===== src/verilog/sd_tx_pkg.sv =====
package sd_tx_pkg;

    // ------------------------------
    // block and line geometry
    // ------------------------------
    localparam int WORD_BITS   = 32;
    localparam int LANES       = 4;
    localparam int CRC_BITS    = 16;
    localparam int BLOCK_WORDS = 128;
    localparam int BUF_DEPTH   = 2;
    localparam int STATUS_BITS = 3;

    // x^16 + x^12 + x^5 + 1
    localparam logic [CRC_BITS-1:0]    CRC_POLY  = 16'h1021;
    // positive crc status token from the card
    localparam logic [STATUS_BITS-1:0] STATUS_OK = 3'b010;

    typedef logic [WORD_BITS-1:0]                 word_t;
    typedef logic [LANES-1:0]                     lane_t;
    typedef logic [CRC_BITS-1:0]                  crc_t;
    typedef logic [STATUS_BITS-1:0]               status_t;
    typedef logic [$clog2(BLOCK_WORDS+1)-1:0]     word_cnt_t;
    typedef logic [$clog2(WORD_BITS)-1:0]         bit_cnt_t;
    typedef logic [$clog2(CRC_BITS)-1:0]          crc_cnt_t;
    typedef logic [$clog2(STATUS_BITS)-1:0]       stat_cnt_t;
    typedef logic [$clog2(BUF_DEPTH)-1:0]         buf_ptr_t;
    typedef logic [$clog2(BUF_DEPTH+1)-1:0]       buf_cnt_t;

    // serializer sequencer
    typedef enum logic [3:0] {
        ST_IDLE        = 4'd0,
        ST_WAIT_WORD   = 4'd1,
        ST_START_BIT   = 4'd2,
        ST_DATA        = 4'd3,
        ST_CRC         = 4'd4,
        ST_END_BIT     = 4'd5,
        ST_STATUS_WAIT = 4'd6,
        ST_STATUS      = 4'd7,
        ST_BUSY        = 4'd8
    } tx_state_t;

endpackage


===== src/verilog/tx_word_fetch.sv =====
`timescale 1ns/1ns

module tx_word_fetch (
    input  logic              in_sd_clk,
    input  logic              hrst_n,
    input  logic              soft_rst_n,
    input  logic              start,
    input  sd_tx_pkg::word_t  fifo_rdata,
    input  logic              full,
    output logic              fifo_re,
    output logic              wr_en,
    output sd_tx_pkg::word_t  wr_data
);

    sd_tx_pkg::word_cnt_t  req_cnt;
    logic                  in_flight;

    // one read at a time, only with room in the buffer
    assign fifo_re = !full && !in_flight && (req_cnt < sd_tx_pkg::BLOCK_WORDS);

    always_ff @(posedge in_sd_clk or negedge hrst_n)
    begin
        if (!hrst_n)
        begin
            // counter parked at the block size so nothing is read before start
            req_cnt   <= sd_tx_pkg::word_cnt_t'(sd_tx_pkg::BLOCK_WORDS);
            in_flight <= 1'b0;
        end
        else if (!soft_rst_n)
        begin
            req_cnt   <= sd_tx_pkg::word_cnt_t'(sd_tx_pkg::BLOCK_WORDS);
            in_flight <= 1'b0;
        end
        else
        begin
            in_flight <= fifo_re;
            if (start)
                req_cnt <= '0;
            else if (fifo_re)
                req_cnt <= req_cnt + 1'b1;
        end
    end

    // fifo data arrives one cycle after the strobe
    assign wr_en = in_flight;

    // byte swap, fifo byte 0 goes out first
    always_comb
    begin
        for (int b = 0; b < sd_tx_pkg::WORD_BITS / 8; b++)
            wr_data[8*b +: 8] = fifo_rdata[sd_tx_pkg::WORD_BITS - 8*(b+1) +: 8];
    end

endmodule


===== src/verilog/tx_word_buffer.sv =====
`timescale 1ns/1ns

module tx_word_buffer (
    input  logic              in_sd_clk,
    input  logic              hrst_n,
    input  logic              soft_rst_n,
    input  logic              wr_en,
    input  sd_tx_pkg::word_t  wr_data,
    input  logic              rd_en,
    output sd_tx_pkg::word_t  rd_data,
    output logic              full,
    output logic              empty
);

    sd_tx_pkg::word_t     mem [sd_tx_pkg::BUF_DEPTH];
    sd_tx_pkg::buf_ptr_t  wr_ptr;
    sd_tx_pkg::buf_ptr_t  rd_ptr;
    sd_tx_pkg::buf_cnt_t  count;
    logic                 push;
    logic                 pop;

    assign push    = wr_en && !full;
    assign pop     = rd_en && !empty;
    assign full    = (count == sd_tx_pkg::BUF_DEPTH);
    assign empty   = (count == 0);
    assign rd_data = mem[rd_ptr];

    always_ff @(posedge in_sd_clk)
    begin
        if (push)
            mem[wr_ptr] <= wr_data;
    end

    // ------------------------------
    // pointers and fill count
    // ------------------------------
    always_ff @(posedge in_sd_clk or negedge hrst_n)
    begin
        if (!hrst_n)
        begin
            wr_ptr <= '0;
            rd_ptr <= '0;
            count  <= '0;
        end
        else if (!soft_rst_n)
        begin
            wr_ptr <= '0;
            rd_ptr <= '0;
            count  <= '0;
        end
        else
        begin
            if (push)
                wr_ptr <= (wr_ptr == sd_tx_pkg::BUF_DEPTH - 1) ? '0 : wr_ptr + 1'b1;
            if (pop)
                rd_ptr <= (rd_ptr == sd_tx_pkg::BUF_DEPTH - 1) ? '0 : rd_ptr + 1'b1;
            case ({push, pop})
                2'b10:   count <= count + 1'b1;
                2'b01:   count <= count - 1'b1;
                default: count <= count;
            endcase
        end
    end

endmodule


===== src/verilog/crc16_lane.sv =====
`timescale 1ns/1ns

module crc16_lane (
    input  logic  in_sd_clk,
    input  logic  hrst_n,
    input  logic  clear,
    input  logic  shift_in,
    input  logic  in_bit,
    input  logic  shift_out,
    output logic  crc_msb
);

    sd_tx_pkg::crc_t  crc;
    logic             feedback;

    assign feedback = in_bit ^ crc[sd_tx_pkg::CRC_BITS-1];
    assign crc_msb  = crc[sd_tx_pkg::CRC_BITS-1];

    always_ff @(posedge in_sd_clk or negedge hrst_n)
    begin
        if (!hrst_n)
            crc <= '0;
        else if (clear)
            crc <= '0;
        else if (shift_in)
            crc <= {crc[sd_tx_pkg::CRC_BITS-2:0], 1'b0} ^
                   (feedback ? sd_tx_pkg::CRC_POLY : '0);
        else if (shift_out)
            // send phase, the same register empties msb first
            crc <= {crc[sd_tx_pkg::CRC_BITS-2:0], 1'b0};
    end

endmodule


===== src/verilog/dat_line_serializer.sv =====
`timescale 1ns/1ns

module dat_line_serializer (
    input  logic              in_sd_clk,
    input  logic              hrst_n,
    input  logic              soft_rst_n,
    input  logic              start,
    input  logic              data_width,
    input  sd_tx_pkg::word_t  rd_data,
    input  logic              empty,
    input  sd_tx_pkg::lane_t  dat_in,
    output logic              rd_en,
    output sd_tx_pkg::lane_t  dat_out,
    output sd_tx_pkg::lane_t  dat_oe,
    output logic              busy,
    output logic              done,
    output logic              crc_status_wrong
);

    localparam int NIB_LAST = sd_tx_pkg::WORD_BITS / sd_tx_pkg::LANES - 1;

    sd_tx_pkg::tx_state_t  state;
    sd_tx_pkg::word_t      shift_reg;
    sd_tx_pkg::word_t      data_src;
    sd_tx_pkg::word_cnt_t  word_cnt;
    sd_tx_pkg::bit_cnt_t   bit_cnt;
    sd_tx_pkg::crc_cnt_t   crc_cnt;
    sd_tx_pkg::stat_cnt_t  stat_cnt;
    sd_tx_pkg::status_t    status;
    sd_tx_pkg::lane_t      lane_act;
    sd_tx_pkg::lane_t      data_nxt;
    sd_tx_pkg::lane_t      crc_msb;
    sd_tx_pkg::lane_t      crc_shift_in;
    sd_tx_pkg::lane_t      crc_shift_out;
    logic                  group_last;
    logic                  last_word;
    logic                  load_word;
    logic                  feed_crc;
    logic                  send_crc;
    logic                  crc_clear;

    // ------------------------------
    // datapath control
    // ------------------------------
    assign lane_act   = data_width ? '1 : sd_tx_pkg::lane_t'(1);
    assign group_last = data_width ? (bit_cnt == NIB_LAST)
                                   : (bit_cnt == sd_tx_pkg::WORD_BITS - 1);
    assign last_word  = (word_cnt == sd_tx_pkg::BLOCK_WORDS);

    // pop in the cycle before each data group
    assign load_word = (state == sd_tx_pkg::ST_START_BIT) ||
                       ((state == sd_tx_pkg::ST_DATA) && group_last && !last_word);
    assign rd_en     = load_word && !empty;

    assign data_src = load_word ? rd_data : shift_reg;
    // unused lanes stay high in 1-bit mode
    assign data_nxt = data_width ? data_src[sd_tx_pkg::WORD_BITS-1 -: sd_tx_pkg::LANES]
                                 : {{(sd_tx_pkg::LANES-1){1'b1}},
                                    data_src[sd_tx_pkg::WORD_BITS-1]};

    // crc sees each bit as it is loaded into dat_out
    assign feed_crc = (state == sd_tx_pkg::ST_START_BIT) ||
                      ((state == sd_tx_pkg::ST_DATA) && !(group_last && last_word));
    assign send_crc = ((state == sd_tx_pkg::ST_DATA) && group_last && last_word) ||
                      ((state == sd_tx_pkg::ST_CRC) && (crc_cnt != sd_tx_pkg::CRC_BITS - 1));

    assign crc_shift_in  = feed_crc ? lane_act : '0;
    assign crc_shift_out = send_crc ? lane_act : '0;
    assign crc_clear     = !soft_rst_n || ((state == sd_tx_pkg::ST_IDLE) && start);

    for (genvar i = 0; i < sd_tx_pkg::LANES; i++)
    begin : g_crc
        crc16_lane i_crc16_lane (
            .in_sd_clk (in_sd_clk),
            .hrst_n    (hrst_n),
            .clear     (crc_clear),
            .shift_in  (crc_shift_in[i]),
            .in_bit    (data_nxt[i]),
            .shift_out (crc_shift_out[i]),
            .crc_msb   (crc_msb[i])
        );
    end

    always_ff @(posedge in_sd_clk)
    begin
        if (feed_crc)
            shift_reg <= data_width ? (data_src << sd_tx_pkg::LANES) : (data_src << 1);
    end

    // ------------------------------
    // block sequencer
    // ------------------------------
    always_ff @(posedge in_sd_clk or negedge hrst_n)
    begin
        if (!hrst_n)
        begin
            state    <= sd_tx_pkg::ST_IDLE;
            dat_out  <= '1;
            dat_oe   <= '0;
            word_cnt <= '0;
            bit_cnt  <= '0;
            crc_cnt  <= '0;
            stat_cnt <= '0;
            status   <= '0;
        end
        else if (!soft_rst_n)
        begin
            state    <= sd_tx_pkg::ST_IDLE;
            dat_out  <= '1;
            dat_oe   <= '0;
            word_cnt <= '0;
            bit_cnt  <= '0;
            crc_cnt  <= '0;
            stat_cnt <= '0;
            status   <= '0;
        end
        else
        begin
            case (state)
                sd_tx_pkg::ST_IDLE:
                    if (start)
                        state <= sd_tx_pkg::ST_WAIT_WORD;
                sd_tx_pkg::ST_WAIT_WORD:
                    if (!empty)
                    begin
                        // start bit on active lanes
                        state   <= sd_tx_pkg::ST_START_BIT;
                        dat_oe  <= lane_act;
                        dat_out <= ~lane_act;
                    end
                sd_tx_pkg::ST_START_BIT:
                begin
                    state    <= sd_tx_pkg::ST_DATA;
                    dat_out  <= data_nxt;
                    bit_cnt  <= '0;
                    word_cnt <= sd_tx_pkg::word_cnt_t'(1);
                end
                sd_tx_pkg::ST_DATA:
                    if (group_last && last_word)
                    begin
                        state   <= sd_tx_pkg::ST_CRC;
                        dat_out <= crc_msb | ~lane_act;
                        crc_cnt <= '0;
                    end
                    else
                    begin
                        dat_out <= data_nxt;
                        bit_cnt <= group_last ? '0 : bit_cnt + 1'b1;
                        if (load_word)
                            word_cnt <= word_cnt + 1'b1;
                    end
                sd_tx_pkg::ST_CRC:
                    if (crc_cnt == sd_tx_pkg::CRC_BITS - 1)
                    begin
                        state   <= sd_tx_pkg::ST_END_BIT;
                        dat_out <= '1;
                    end
                    else
                    begin
                        dat_out <= crc_msb | ~lane_act;
                        crc_cnt <= crc_cnt + 1'b1;
                    end
                sd_tx_pkg::ST_END_BIT:
                begin
                    // release the lines for the status token
                    state   <= sd_tx_pkg::ST_STATUS_WAIT;
                    dat_oe  <= '0;
                    dat_out <= '1;
                end
                sd_tx_pkg::ST_STATUS_WAIT:
                    if (!dat_in[0])
                    begin
                        state    <= sd_tx_pkg::ST_STATUS;
                        stat_cnt <= '0;
                    end
                sd_tx_pkg::ST_STATUS:
                begin
                    status   <= {status[sd_tx_pkg::STATUS_BITS-2:0], dat_in[0]};
                    stat_cnt <= stat_cnt + 1'b1;
                    if (stat_cnt == sd_tx_pkg::STATUS_BITS - 1)
                        state <= sd_tx_pkg::ST_BUSY;
                end
                sd_tx_pkg::ST_BUSY:
                    if (dat_in[0])
                        state <= sd_tx_pkg::ST_IDLE;
                default:
                    state <= sd_tx_pkg::ST_IDLE;
            endcase
        end
    end

    // card releases dat0 at end of busy
    assign done             = (state == sd_tx_pkg::ST_BUSY) && dat_in[0];
    assign crc_status_wrong = done && (status != sd_tx_pkg::STATUS_OK);
    assign busy             = (state != sd_tx_pkg::ST_IDLE);

endmodule


===== src/verilog/sd_data_tx.sv =====
`timescale 1ns/1ns

module sd_data_tx (
    input  logic              in_sd_clk,
    input  logic              hrst_n,
    input  logic              soft_rst_n,
    input  logic              start,
    input  logic              data_width,
    input  sd_tx_pkg::word_t  fifo_rdata,
    input  sd_tx_pkg::lane_t  dat_in,
    output logic              fifo_re,
    output sd_tx_pkg::lane_t  dat_out,
    output sd_tx_pkg::lane_t  dat_oe,
    output logic              busy,
    output logic              done,
    output logic              crc_status_wrong
);

    logic              wr_en;
    sd_tx_pkg::word_t  wr_data;
    logic              rd_en;
    sd_tx_pkg::word_t  rd_data;
    logic              full;
    logic              empty;

    // fifo side
    tx_word_fetch i_tx_word_fetch (
        .in_sd_clk  (in_sd_clk),
        .hrst_n     (hrst_n),
        .soft_rst_n (soft_rst_n),
        .start      (start),
        .fifo_rdata (fifo_rdata),
        .full       (full),
        .fifo_re    (fifo_re),
        .wr_en      (wr_en),
        .wr_data    (wr_data)
    );

    tx_word_buffer i_tx_word_buffer (
        .in_sd_clk  (in_sd_clk),
        .hrst_n     (hrst_n),
        .soft_rst_n (soft_rst_n),
        .wr_en      (wr_en),
        .wr_data    (wr_data),
        .rd_en      (rd_en),
        .rd_data    (rd_data),
        .full       (full),
        .empty      (empty)
    );

    // card side
    dat_line_serializer i_dat_line_serializer (
        .in_sd_clk        (in_sd_clk),
        .hrst_n           (hrst_n),
        .soft_rst_n       (soft_rst_n),
        .start            (start),
        .data_width       (data_width),
        .rd_data          (rd_data),
        .empty            (empty),
        .dat_in           (dat_in),
        .rd_en            (rd_en),
        .dat_out          (dat_out),
        .dat_oe           (dat_oe),
        .busy             (busy),
        .done             (done),
        .crc_status_wrong (crc_status_wrong)
    );

endmodule


===== config.mk =====
export PLATFORM = sky130hd
export DESIGN_NAME = sd_data_tx
export DESIGN_NICKNAME = d
export VERILOG_FILES = /design/src/verilog/sd_tx_pkg.sv /design/src/verilog/tx_word_fetch.sv /design/src/verilog/tx_word_buffer.sv /design/src/verilog/crc16_lane.sv /design/src/verilog/dat_line_serializer.sv /design/src/verilog/sd_data_tx.sv
export SDC_FILE = /design/constraint.sdc
export NUM_CORES = 1
export LEC_CHECK = 0
export BUFFER_PORTS_ARGS = -buffer_cell sky130_fd_sc_hd__clkbuf_2
export CAP_MARGIN = 25
export CORE_MARGIN = 2
export CORE_UTILIZATION = 65
export DETAILED_ROUTE_END_ITERATION = 10
export MAX_ROUTING_LAYER = met4
export PLACE_DENSITY = 0.92
export REMOVE_ABC_BUFFERS = 1
export SLEW_MARGIN = 20
export SYNTH_ARGS = -nofsm -noshare
export SYNTH_HDL_FRONTEND = slang
export SYNTH_SLANG_ARGS = --single-unit

===== constraint.sdc =====
create_clock -name in_sd_clk -period 5 [get_ports in_sd_clk]
set_clock_uncertainty 0.1 [all_clocks]
set_input_delay 0.75 -clock in_sd_clk [delete_from_list [all_inputs] [get_ports in_sd_clk]]
set_output_delay 0.75 -clock in_sd_clk [all_outputs]
set_load 0.005 [all_outputs]

Yosys cells after proc, flatten, opt, wreduce, memory -nomap -nowiden
Memories as Yosys holds them, arrays and structs flattened.
Cells that the tools add are included.
- register bits: 143
- RAM bits: 64
- input port bits: 41
- memories kept: 1
- memories (name ; words ; width ; read ports ; clocked after memory_dff ; write ports ; line ; text):
    i_tx_word_buffer.mem ; 2 ; 32 ; 1 ; 0 ; 1 ; tx_word_buffer.sv:15 ; sd_tx_pkg::word_t mem [sd_tx_pkg::BUF_DEPTH];
- add/subtract/negate cells: 9
- $lt $le $gt $ge: 1
- eq/ne operators: 38
- muxes and demuxes: 71
- bitwise logic cells: 10
- reductions and logical operators: 38
- operator list (kind ; number):
    $mux W16 ; 12
    $mux W4 ; 21
    $mux W32 ; 2
    $xor A16 B13 Y16 ; 4
    $mux W13 ; 4
    $mux W8 ; 6
    $pmux W4 S9 ; 1
    $ne A3 B3 Y1 const B ; 8
    $pmux W4 S5 ; 1
    $ne A3 B1 Y1 const B ; 6
    $add A8 B1 Y8 const B ; 2
    $eq A4 B3 Y1 const B ; 4
    $pmux W4 S2 ; 2
    $pmux W8 S2 ; 1
    $mux W5 ; 3
    $logic_and A1 B1 Y1 ; 14
    $reduce_bool A3 Y1 ; 4
    $mux W1 ; 10
    $pmux W5 S2 ; 1
    $ne A3 B2 Y1 const B ; 3
    $eq A4 B2 Y1 const B ; 2
    $eq A4 B4 Y1 const B ; 2
    $eq A8 B8 Y1 const B ; 1
    $lt A8 B8 Y1 const B ; 1
    27 further kinds ; 52

Logic depth before layout (Yosys ltp)
- depth after elaboration: 12
- gate-level depth with buffers: 11
- gate-level depth less buffers: 9

Hierarchy
Synthesis repeated with hierarchy kept, for this count alone.
- cells, all modules: 835
- area, all modules: 9711.8 sq um
- modules (own cells, without submodules) (module ; instances ; cells each ; area an instance (sq um) ; seq. area each (sq um)):
    dat_line_serializer ; 1 ; 356 ; 3741.1 ; 1736.7
    crc16_lane ; 4 ; 70 ; 683.2 ; 400.4
    tx_word_buffer ; 1 ; 124 ; 2572.5 ; 2021.9
    tx_word_fetch ; 1 ; 75 ; 665.6 ; 226.5

Least setup slack after synthesis
Ideal clock, no wire load.
- kind: input to register
- start point: input port data_width
- end point: register i_dat_line_serializer.g_crc[3].i_crc16_lane.crc[12]
- setup time: 126 ps
- arrival time: 2803 ps
- required time: 4774 ps
- slack: 1971 ps
- stages on the path: 7
- buffers on the path: 0
- cell sequence: and3b_1 o211ai_2 o31ai_4 inv_1 and2_1 and2_1 a221o_1
- longest elaborated chain between the ends: 11
- ends and longest elaborated chain (item ; line ; text):
    from (decl) ; sd_data_tx.sv:8 ; input logic data_width,
    $mux W1 ; dat_line_serializer.sv:46 ; assign group_last = data_width ? (bit_cnt == NIB_LAST)
    $logic_and A1 B1 Y1 ; dat_line_serializer.sv:52, dat_line_serializer.sv:64 ;
    $logic_and A1 B1 Y1 ; dat_line_serializer.sv:52 ; ((state == sd_tx_pkg::ST_DATA) && group_last && !last_word);
    $logic_or A1 B1 Y1 ; dat_line_serializer.sv:51 ; assign load_word = (state == sd_tx_pkg::ST_START_BIT) ||
    $mux W32 ; dat_line_serializer.sv:55 ; assign data_src = load_word ? rd_data : shift_reg;
    $mux W4 ; dat_line_serializer.sv:57 ; assign data_nxt = data_width ? data_src[sd_tx_pkg::WORD_BITS-1 -: sd_tx_pkg::LANES]
    $xor A1 B1 Y1 ; crc16_lane.sv:16 ; assign feedback = in_bit ^ crc[sd_tx_pkg::CRC_BITS-1];
    $mux W13 ; crc16_lane.sv:27 ; (feedback ? sd_tx_pkg::CRC_POLY : '0);
    $xor A16 B13 Y16 ; crc16_lane.sv:26 ; crc <= {crc[sd_tx_pkg::CRC_BITS-2:0], 1'b0} ^
    $mux W16 ; crc16_lane.sv:25 ; else if (shift_in)
    $mux W16 ; crc16_lane.sv:23 ; else if (clear)
    to (signal assigned) ; crc16_lane.sv:26 ;
    to (signal assigned) ; crc16_lane.sv:30 ; crc <= {crc[sd_tx_pkg::CRC_BITS-2:0], 1'b0};
    to (decl) ; crc16_lane.sv:13 ; sd_tx_pkg::crc_t crc;
Several ways; a longest one is shown, not always the timed one.
A chain may end at the register's enable or synchronous reset.

Worst setup path after layout
- start point: register i_dat_line_serializer.state[2]
- end point: register i_dat_line_serializer.g_crc[1].i_crc16_lane.crc[5]
- longest elaborated chain between the ends: 11
- ends and longest elaborated chain (item ; line ; text):
    from (decl) ; dat_line_serializer.sv:22 ; sd_tx_pkg::tx_state_t state;
    from (signal assigned) ; dat_line_serializer.sv:97 ; state <= sd_tx_pkg::ST_IDLE;
    from (signal assigned) ; dat_line_serializer.sv:108 ; state <= sd_tx_pkg::ST_IDLE;
    from (signal assigned) ; dat_line_serializer.sv:122 ; state <= sd_tx_pkg::ST_WAIT_WORD;
    $eq A4 B2 Y1 ; dat_line_serializer.sv:52, dat_line_serializer.sv:63, dat_line_serializer.sv:64 ;
    $logic_and A1 B1 Y1 ; dat_line_serializer.sv:52, dat_line_serializer.sv:64 ;
    $logic_and A1 B1 Y1 ; dat_line_serializer.sv:52 ;
    $logic_or A1 B1 Y1 ; dat_line_serializer.sv:51 ;
    $mux W32 ; dat_line_serializer.sv:55 ;
    $mux W4 ; dat_line_serializer.sv:57 ;
    $xor A1 B1 Y1 ; crc16_lane.sv:16 ;
    $mux W13 ; crc16_lane.sv:27 ;
    $xor A16 B13 Y16 ; crc16_lane.sv:26 ;
    $mux W16 ; crc16_lane.sv:25 ;
    $mux W16 ; crc16_lane.sv:23 ;
    to (signal assigned) ; crc16_lane.sv:26 ;
    to (signal assigned) ; crc16_lane.sv:30 ;
    to (decl) ; crc16_lane.sv:13 ;
Several ways; a longest one is shown, not always the timed one.

==> flow_summary.html <==
<table>
<tr><th>Metric</th><th>Value</th></tr>
<tr><th colspan="2">Clock tree</th></tr>
<tr><td>Hold buffers post-CTS</td><td>0</td></tr>
<tr><td>Clock tree from TritonCTS</td><td>done</td></tr>
<tr><td>Clock Latency Late Sink</td><td>0.50 ns</td></tr>
<tr><td>Clock tree root driver cell</td><td>clkbuf_16</td></tr>
<tr><td>CTS Buf Count</td><td>21</td></tr>
<tr><td>Gates resized, CTS repair</td><td>0</td></tr>
<tr><td>Number of buffers added for setup after CTS</td><td>0</td></tr>
<tr><td>Clock tree sinks</td><td>204</td></tr>
<tr><td>Maximum buffer depth of the clock tree</td><td>3</td></tr>
<tr><td>H-Tree Level Count</td><td>1</td></tr>
<tr><td>Clock-pin transition on the worst setup and hold timing paths</td><td>0.06 ns</td></tr>
<tr><th colspan="2">Worst hold path</th></tr>
<tr><td>Class of the worst hold path</td><td>input pin to async pin</td></tr>
<tr><th colspan="2">Global route</th></tr>
<tr><td>Total Routing Usage GR</td><td>26.8%</td></tr>
<tr><td>Pin count of the biggest net entering global routing</td><td>76</td></tr>
<tr><td>Initial antenna violation count</td><td>0</td></tr>
<tr><td>Via count of the first global-routing pass</td><td>6348</td></tr>
<tr><td>Remaining global-route overflow</td><td>0</td></tr>
<tr><td>Wire length of the first global-routing pass</td><td>31200 µm</td></tr>
<tr><th colspan="2">Yosys</th></tr>
<tr><td>Post-synthesis share of cell area spent on full adders, half adders and majority gates</td><td>0.811%</td></tr>
<tr><td>Count of yosys warnings during synthesis</td><td>0</td></tr>
<tr><td>Area fraction in compound gates after synthesis</td><td>14.1%</td></tr>
<tr><td>Syn Std Cell Area</td><td>0.00926 mm²</td></tr>
<tr><td>Basic-gate share of the synthesized area counting and, or, nand and nor cells</td><td>13.0%</td></tr>
<tr><td>Number of enable-type register cells in the synthesized netlist</td><td>95</td></tr>
<tr><td>Async SR Flop Fraction</td><td>53.4%</td></tr>
<tr><td>Combinational family with the most area after synthesis</td><td>compound AO/OA/AOI/OAI gates</td></tr>
<tr><td>Primary FF master, synth</td><td>dfrtp_1</td></tr>
<tr><td>Post-synth cell types</td><td>69</td></tr>
<tr><td>Synthesized netlist cell count</td><td>774</td></tr>
<tr><td>Sequential element share of the synthesized area</td><td>60.4%</td></tr>
<tr><td>Syn Area/Cell</td><td>12.0 µm²</td></tr>
<tr><td>Share of cell area taken by muxes after synthesis</td><td>6.65%</td></tr>
<tr><td>XOR/XNOR share of the synthesized area</td><td>2.10%</td></tr>
<tr><td>Flops &amp; latches, synth</td><td>204</td></tr>
<tr><th colspan="2">Drt</th></tr>
<tr><td>Drt pass-1 iters</td><td>5</td></tr>
<tr><td>Detailed Route Iter0 Violations</td><td>522</td></tr>
<tr><td>Routed wirelength normalized by instance count</td><td>19.0 µm</td></tr>
<tr><td>Number of nets with antenna violations after detailed routing</td><td>0</td></tr>
<tr><td>Vias per inst</td><td>6.34</td></tr>
<tr><td>DRC violations left</td><td>0</td></tr>
<tr><td>Via total after detailed routing</td><td>6361</td></tr>
<tr><td>Final wirelength</td><td>19100 µm</td></tr>
<tr><th colspan="2">Cells and area</th></tr>
<tr><td>Utilization of the core after routing</td><td>74.8%</td></tr>
<tr><td>Layout-stage area growth over the synthesis result</td><td>12.1%</td></tr>
<tr><td>NumNets Final</td><td>857</td></tr>
<tr><td># diodes</td><td>0</td></tr>
<tr><td>Number of filler instances in the final layout</td><td>850</td></tr>
<tr><td>Number of standard cells in the final layout excluding fillers</td><td>1004</td></tr>
<tr><td>Proportion of layout cells with a drive suffix above 1</td><td>15.5%</td></tr>
<tr><th colspan="2">STA</th></tr>
<tr><td>Worst-case headroom to the max-slew limit</td><td>39.8%</td></tr>
<tr><td>Actual transition at the worst max-transition pin</td><td>0.896 ns</td></tr>
<tr><td>Final Max Tran Viols</td><td>0</td></tr>
<tr><td>Setup TNS</td><td>0 ns</td></tr>
<tr><td>Worst hold margin</td><td>0.123 ns</td></tr>
<tr><td>Time the final worst path needs with I/O delays and setup</td><td>3.25 ns</td></tr>
<tr><td>Count of final setup violators</td><td>0</td></tr>
<tr><td>Achievable clock frequency</td><td>0.308 GHz</td></tr>
<tr><td>Fin crit share</td><td>65.0%</td></tr>
<tr><td>PnR worst setup slack</td><td>1.75 ns</td></tr>
<tr><td>Final Hold Vio Count</td><td>0</td></tr>
<tr><td>Setup repair after global routing missed its margin</td><td>false</td></tr>
<tr><th colspan="2">Worst setup path</th></tr>
<tr><td>Startpoint of the worst-slack reg-to-reg timing path</td><td>i_dat_line_serializer.state[2]</td></tr>
<tr><td>Critical path data required time</td><td>5.34 ns</td></tr>
<tr><td>Setup Crit Path Kind</td><td>flip-flop to flip-flop</td></tr>
<tr><td>Critical path data arrival time</td><td>3.59 ns</td></tr>
<tr><td>Flop-to-flop setup slack</td><td>1.75 ns</td></tr>
<tr><td>Setup crit end kind</td><td>flip-flop</td></tr>
<tr><td>Maximum fanout along the worst path</td><td>18</td></tr>
<tr><td>Worst Reg2Reg Path Length in Cells</td><td>7</td></tr>
<tr><td>Kind of launch point of the worst setup path</td><td>flip-flop</td></tr>
<tr><th colspan="2">Power and ir drop</th></tr>
<tr><td>Maximum resistive drop on vdd</td><td>0.319 mV</td></tr>
<tr><td>Power density of the placed cells</td><td>460 mW/mm²</td></tr>
<tr><td>LEAKAGE</td><td>4.19 nW</td></tr>
<tr><th colspan="2">Floorplanning</th></tr>
<tr><td>Io pins</td><td>53</td></tr>
<tr><td>Die outline height</td><td>123 µm</td></tr>
<tr><td>Full die area</td><td>0.0152 mm²</td></tr>
<tr><td>Floorplan die width</td><td>123 µm</td></tr>
<tr><td>Floorplan row count</td><td>43</td></tr>
<tr><td>Initial core utilization</td><td>66.7%</td></tr>
<tr><td>Area of the core</td><td>0.0139 mm²</td></tr>
<tr><th colspan="2">Placement</th></tr>
<tr><td>Port Buf Inserts</td><td>49</td></tr>
<tr><td>Final GP Congestion</td><td>0.851</td></tr>
<tr><td>Minimum setup slack after placement</td><td>1.47 ns</td></tr>
<tr><td>HPWL after detailed placement</td><td>12000 µm</td></tr>
<tr><td>Cell count after placement</td><td>963</td></tr>
<tr><th colspan="2">Outcome</th></tr>
<tr><td>Result of the run</td><td>complete, no violations</td></tr>
<tr><th colspan="2">Run</th></tr>
<tr><td>Max-cap check violation count</td><td>0</td></tr>
</table>
## metal layers
metal / part of all wire [%] / global-route usage (%) / vias to the layer above
met1: 39 / 33.3 / 3130
met3: 5.7 / 3.69 / 60
li1: - / - / 2927
met2: 52 / 45.9 / 244
met5: 0 / - / -
met4: 2.9 / 8.31 / 0
## worst max-delay path by stage
stage	start	endpoint	slack, ns	depth (start not counted)
finish	i_dat_line_serializer.state[2]	flip-flop	1.75	7
global route	i_dat_line_serializer.state[2]	flip-flop	1.51	7
CTS	i_dat_line_serializer.state[2]	flip-flop	1.60	6
global placement	data_width	i_dat_line_serializer.shift_reg[19]	1.63	9
detailed placement	data_width	i_dat_line_serializer.shift_reg[12]	1.47	9
floorplan	data_width	i_dat_line_serializer.word_cnt[5]	1.58	7
## worst max-delay path: stages (launching register included)
cell	delay, ns
dfrtp_1	0.69
or4b_4	0.56
o21ai_4	0.44
nand3_1	0.45
or4_1	0.61
nor3_1	0.15
a2111oi_0	0.10
nand2_1	0.09
## metrics by stage
| stage | cell area [µm²] | power, mW |
|---|---|---|
| floorplan | 9030 | 2.79 |
| global placement | 9590 | 3.07 |
| detailed placement | 9590 | 3.13 |
| CTS | 10300 | 4.74 |
| global route | 10400 | 4.97 |
| finish | 10400 | 4.77 |
## logic make-up after synthesis
family | after synthesis
xor gates and xnor gates | 20
and+or+nand+nor | 241
buffers and inverters | 64
AOI/OAI and AO/OA | 178
DFF | 204
muxes | 61
adders and majority gates | 6
## area by class of cell
cell class / count / area (µm²) / share of cell area, %
Sequential cell: 204 / 5590 / 53.9
Tap cell: 180 / 225 / 2.17
Multi-Input combinational cell: 506 / 3410 / 32.8
Timing Repair Buffer: 62 / 390 / 3.76
Inverter: 15 / 56.3 / 0.543
Clock inverter: 10 / 130 / 1.25
Clock buffer: 27 / 578 / 5.57
## cell usage after synthesis, types with 3 or more instances
master	instances	area, µm²
a2111oi_0	4	35.0
a211oi_1	3	22.5
a21oi_1	68	340
a22o_1	42	368
a32oi_1	5	43.8
and3_1	7	43.8
buf_1	4	15.0
buf_2	12	60.1
clkbuf_1	29	109
dfrtp_1	104	2600
dfstp_2	5	131
edfxtp_1	95	2850
ha_1	6	75.1
inv_1	15	56.3
mux2i_1	60	601
nand2_1	58	218
nand2b_1	5	31.3
nand3_1	21	105
nand4_1	8	50.1
nor2_1	81	304
nor2b_1	6	37.5
nor3_1	19	95.1
nor4_1	7	43.8
o2111a_1	5	56.3
o211ai_1	3	22.5
o211ai_2	3	37.5
o21ai_0	16	80.1
o31a_1	3	26.3
o32a_1	3	30.0
or3_1	4	25.0
or4_1	5	37.5
xnor2_1	9	78.8
xor2_1	10	87.6
## cells in the final DEF (no fill, tap or decap), types with 15 or more instances in the layout
cell type,synthesis,final
clkbuf_16,0,21
edfxtp_1,95,95
mux2i_1,60,60
a22o_1,42,42
clkbuf_2,0,48
nor2_1,81,80
o21ai_0,16,16
nor3_1,19,19
nand3_1,21,21
a21oi_1,68,67
dfrtp_1,104,103
nand2_1,58,57
inv_1,15,15
## power breakdown
part           switching [mW]  total [mW]  leakage (nW)  internal (mW)
clock                   0.631        1.60         0.348          0.971
combinational           0.743        1.10          1.47          0.357
sequential              0.105        2.07          2.37           1.96
total                    1.48        4.77          4.19           3.29
(Power assumes the default switching activity.)
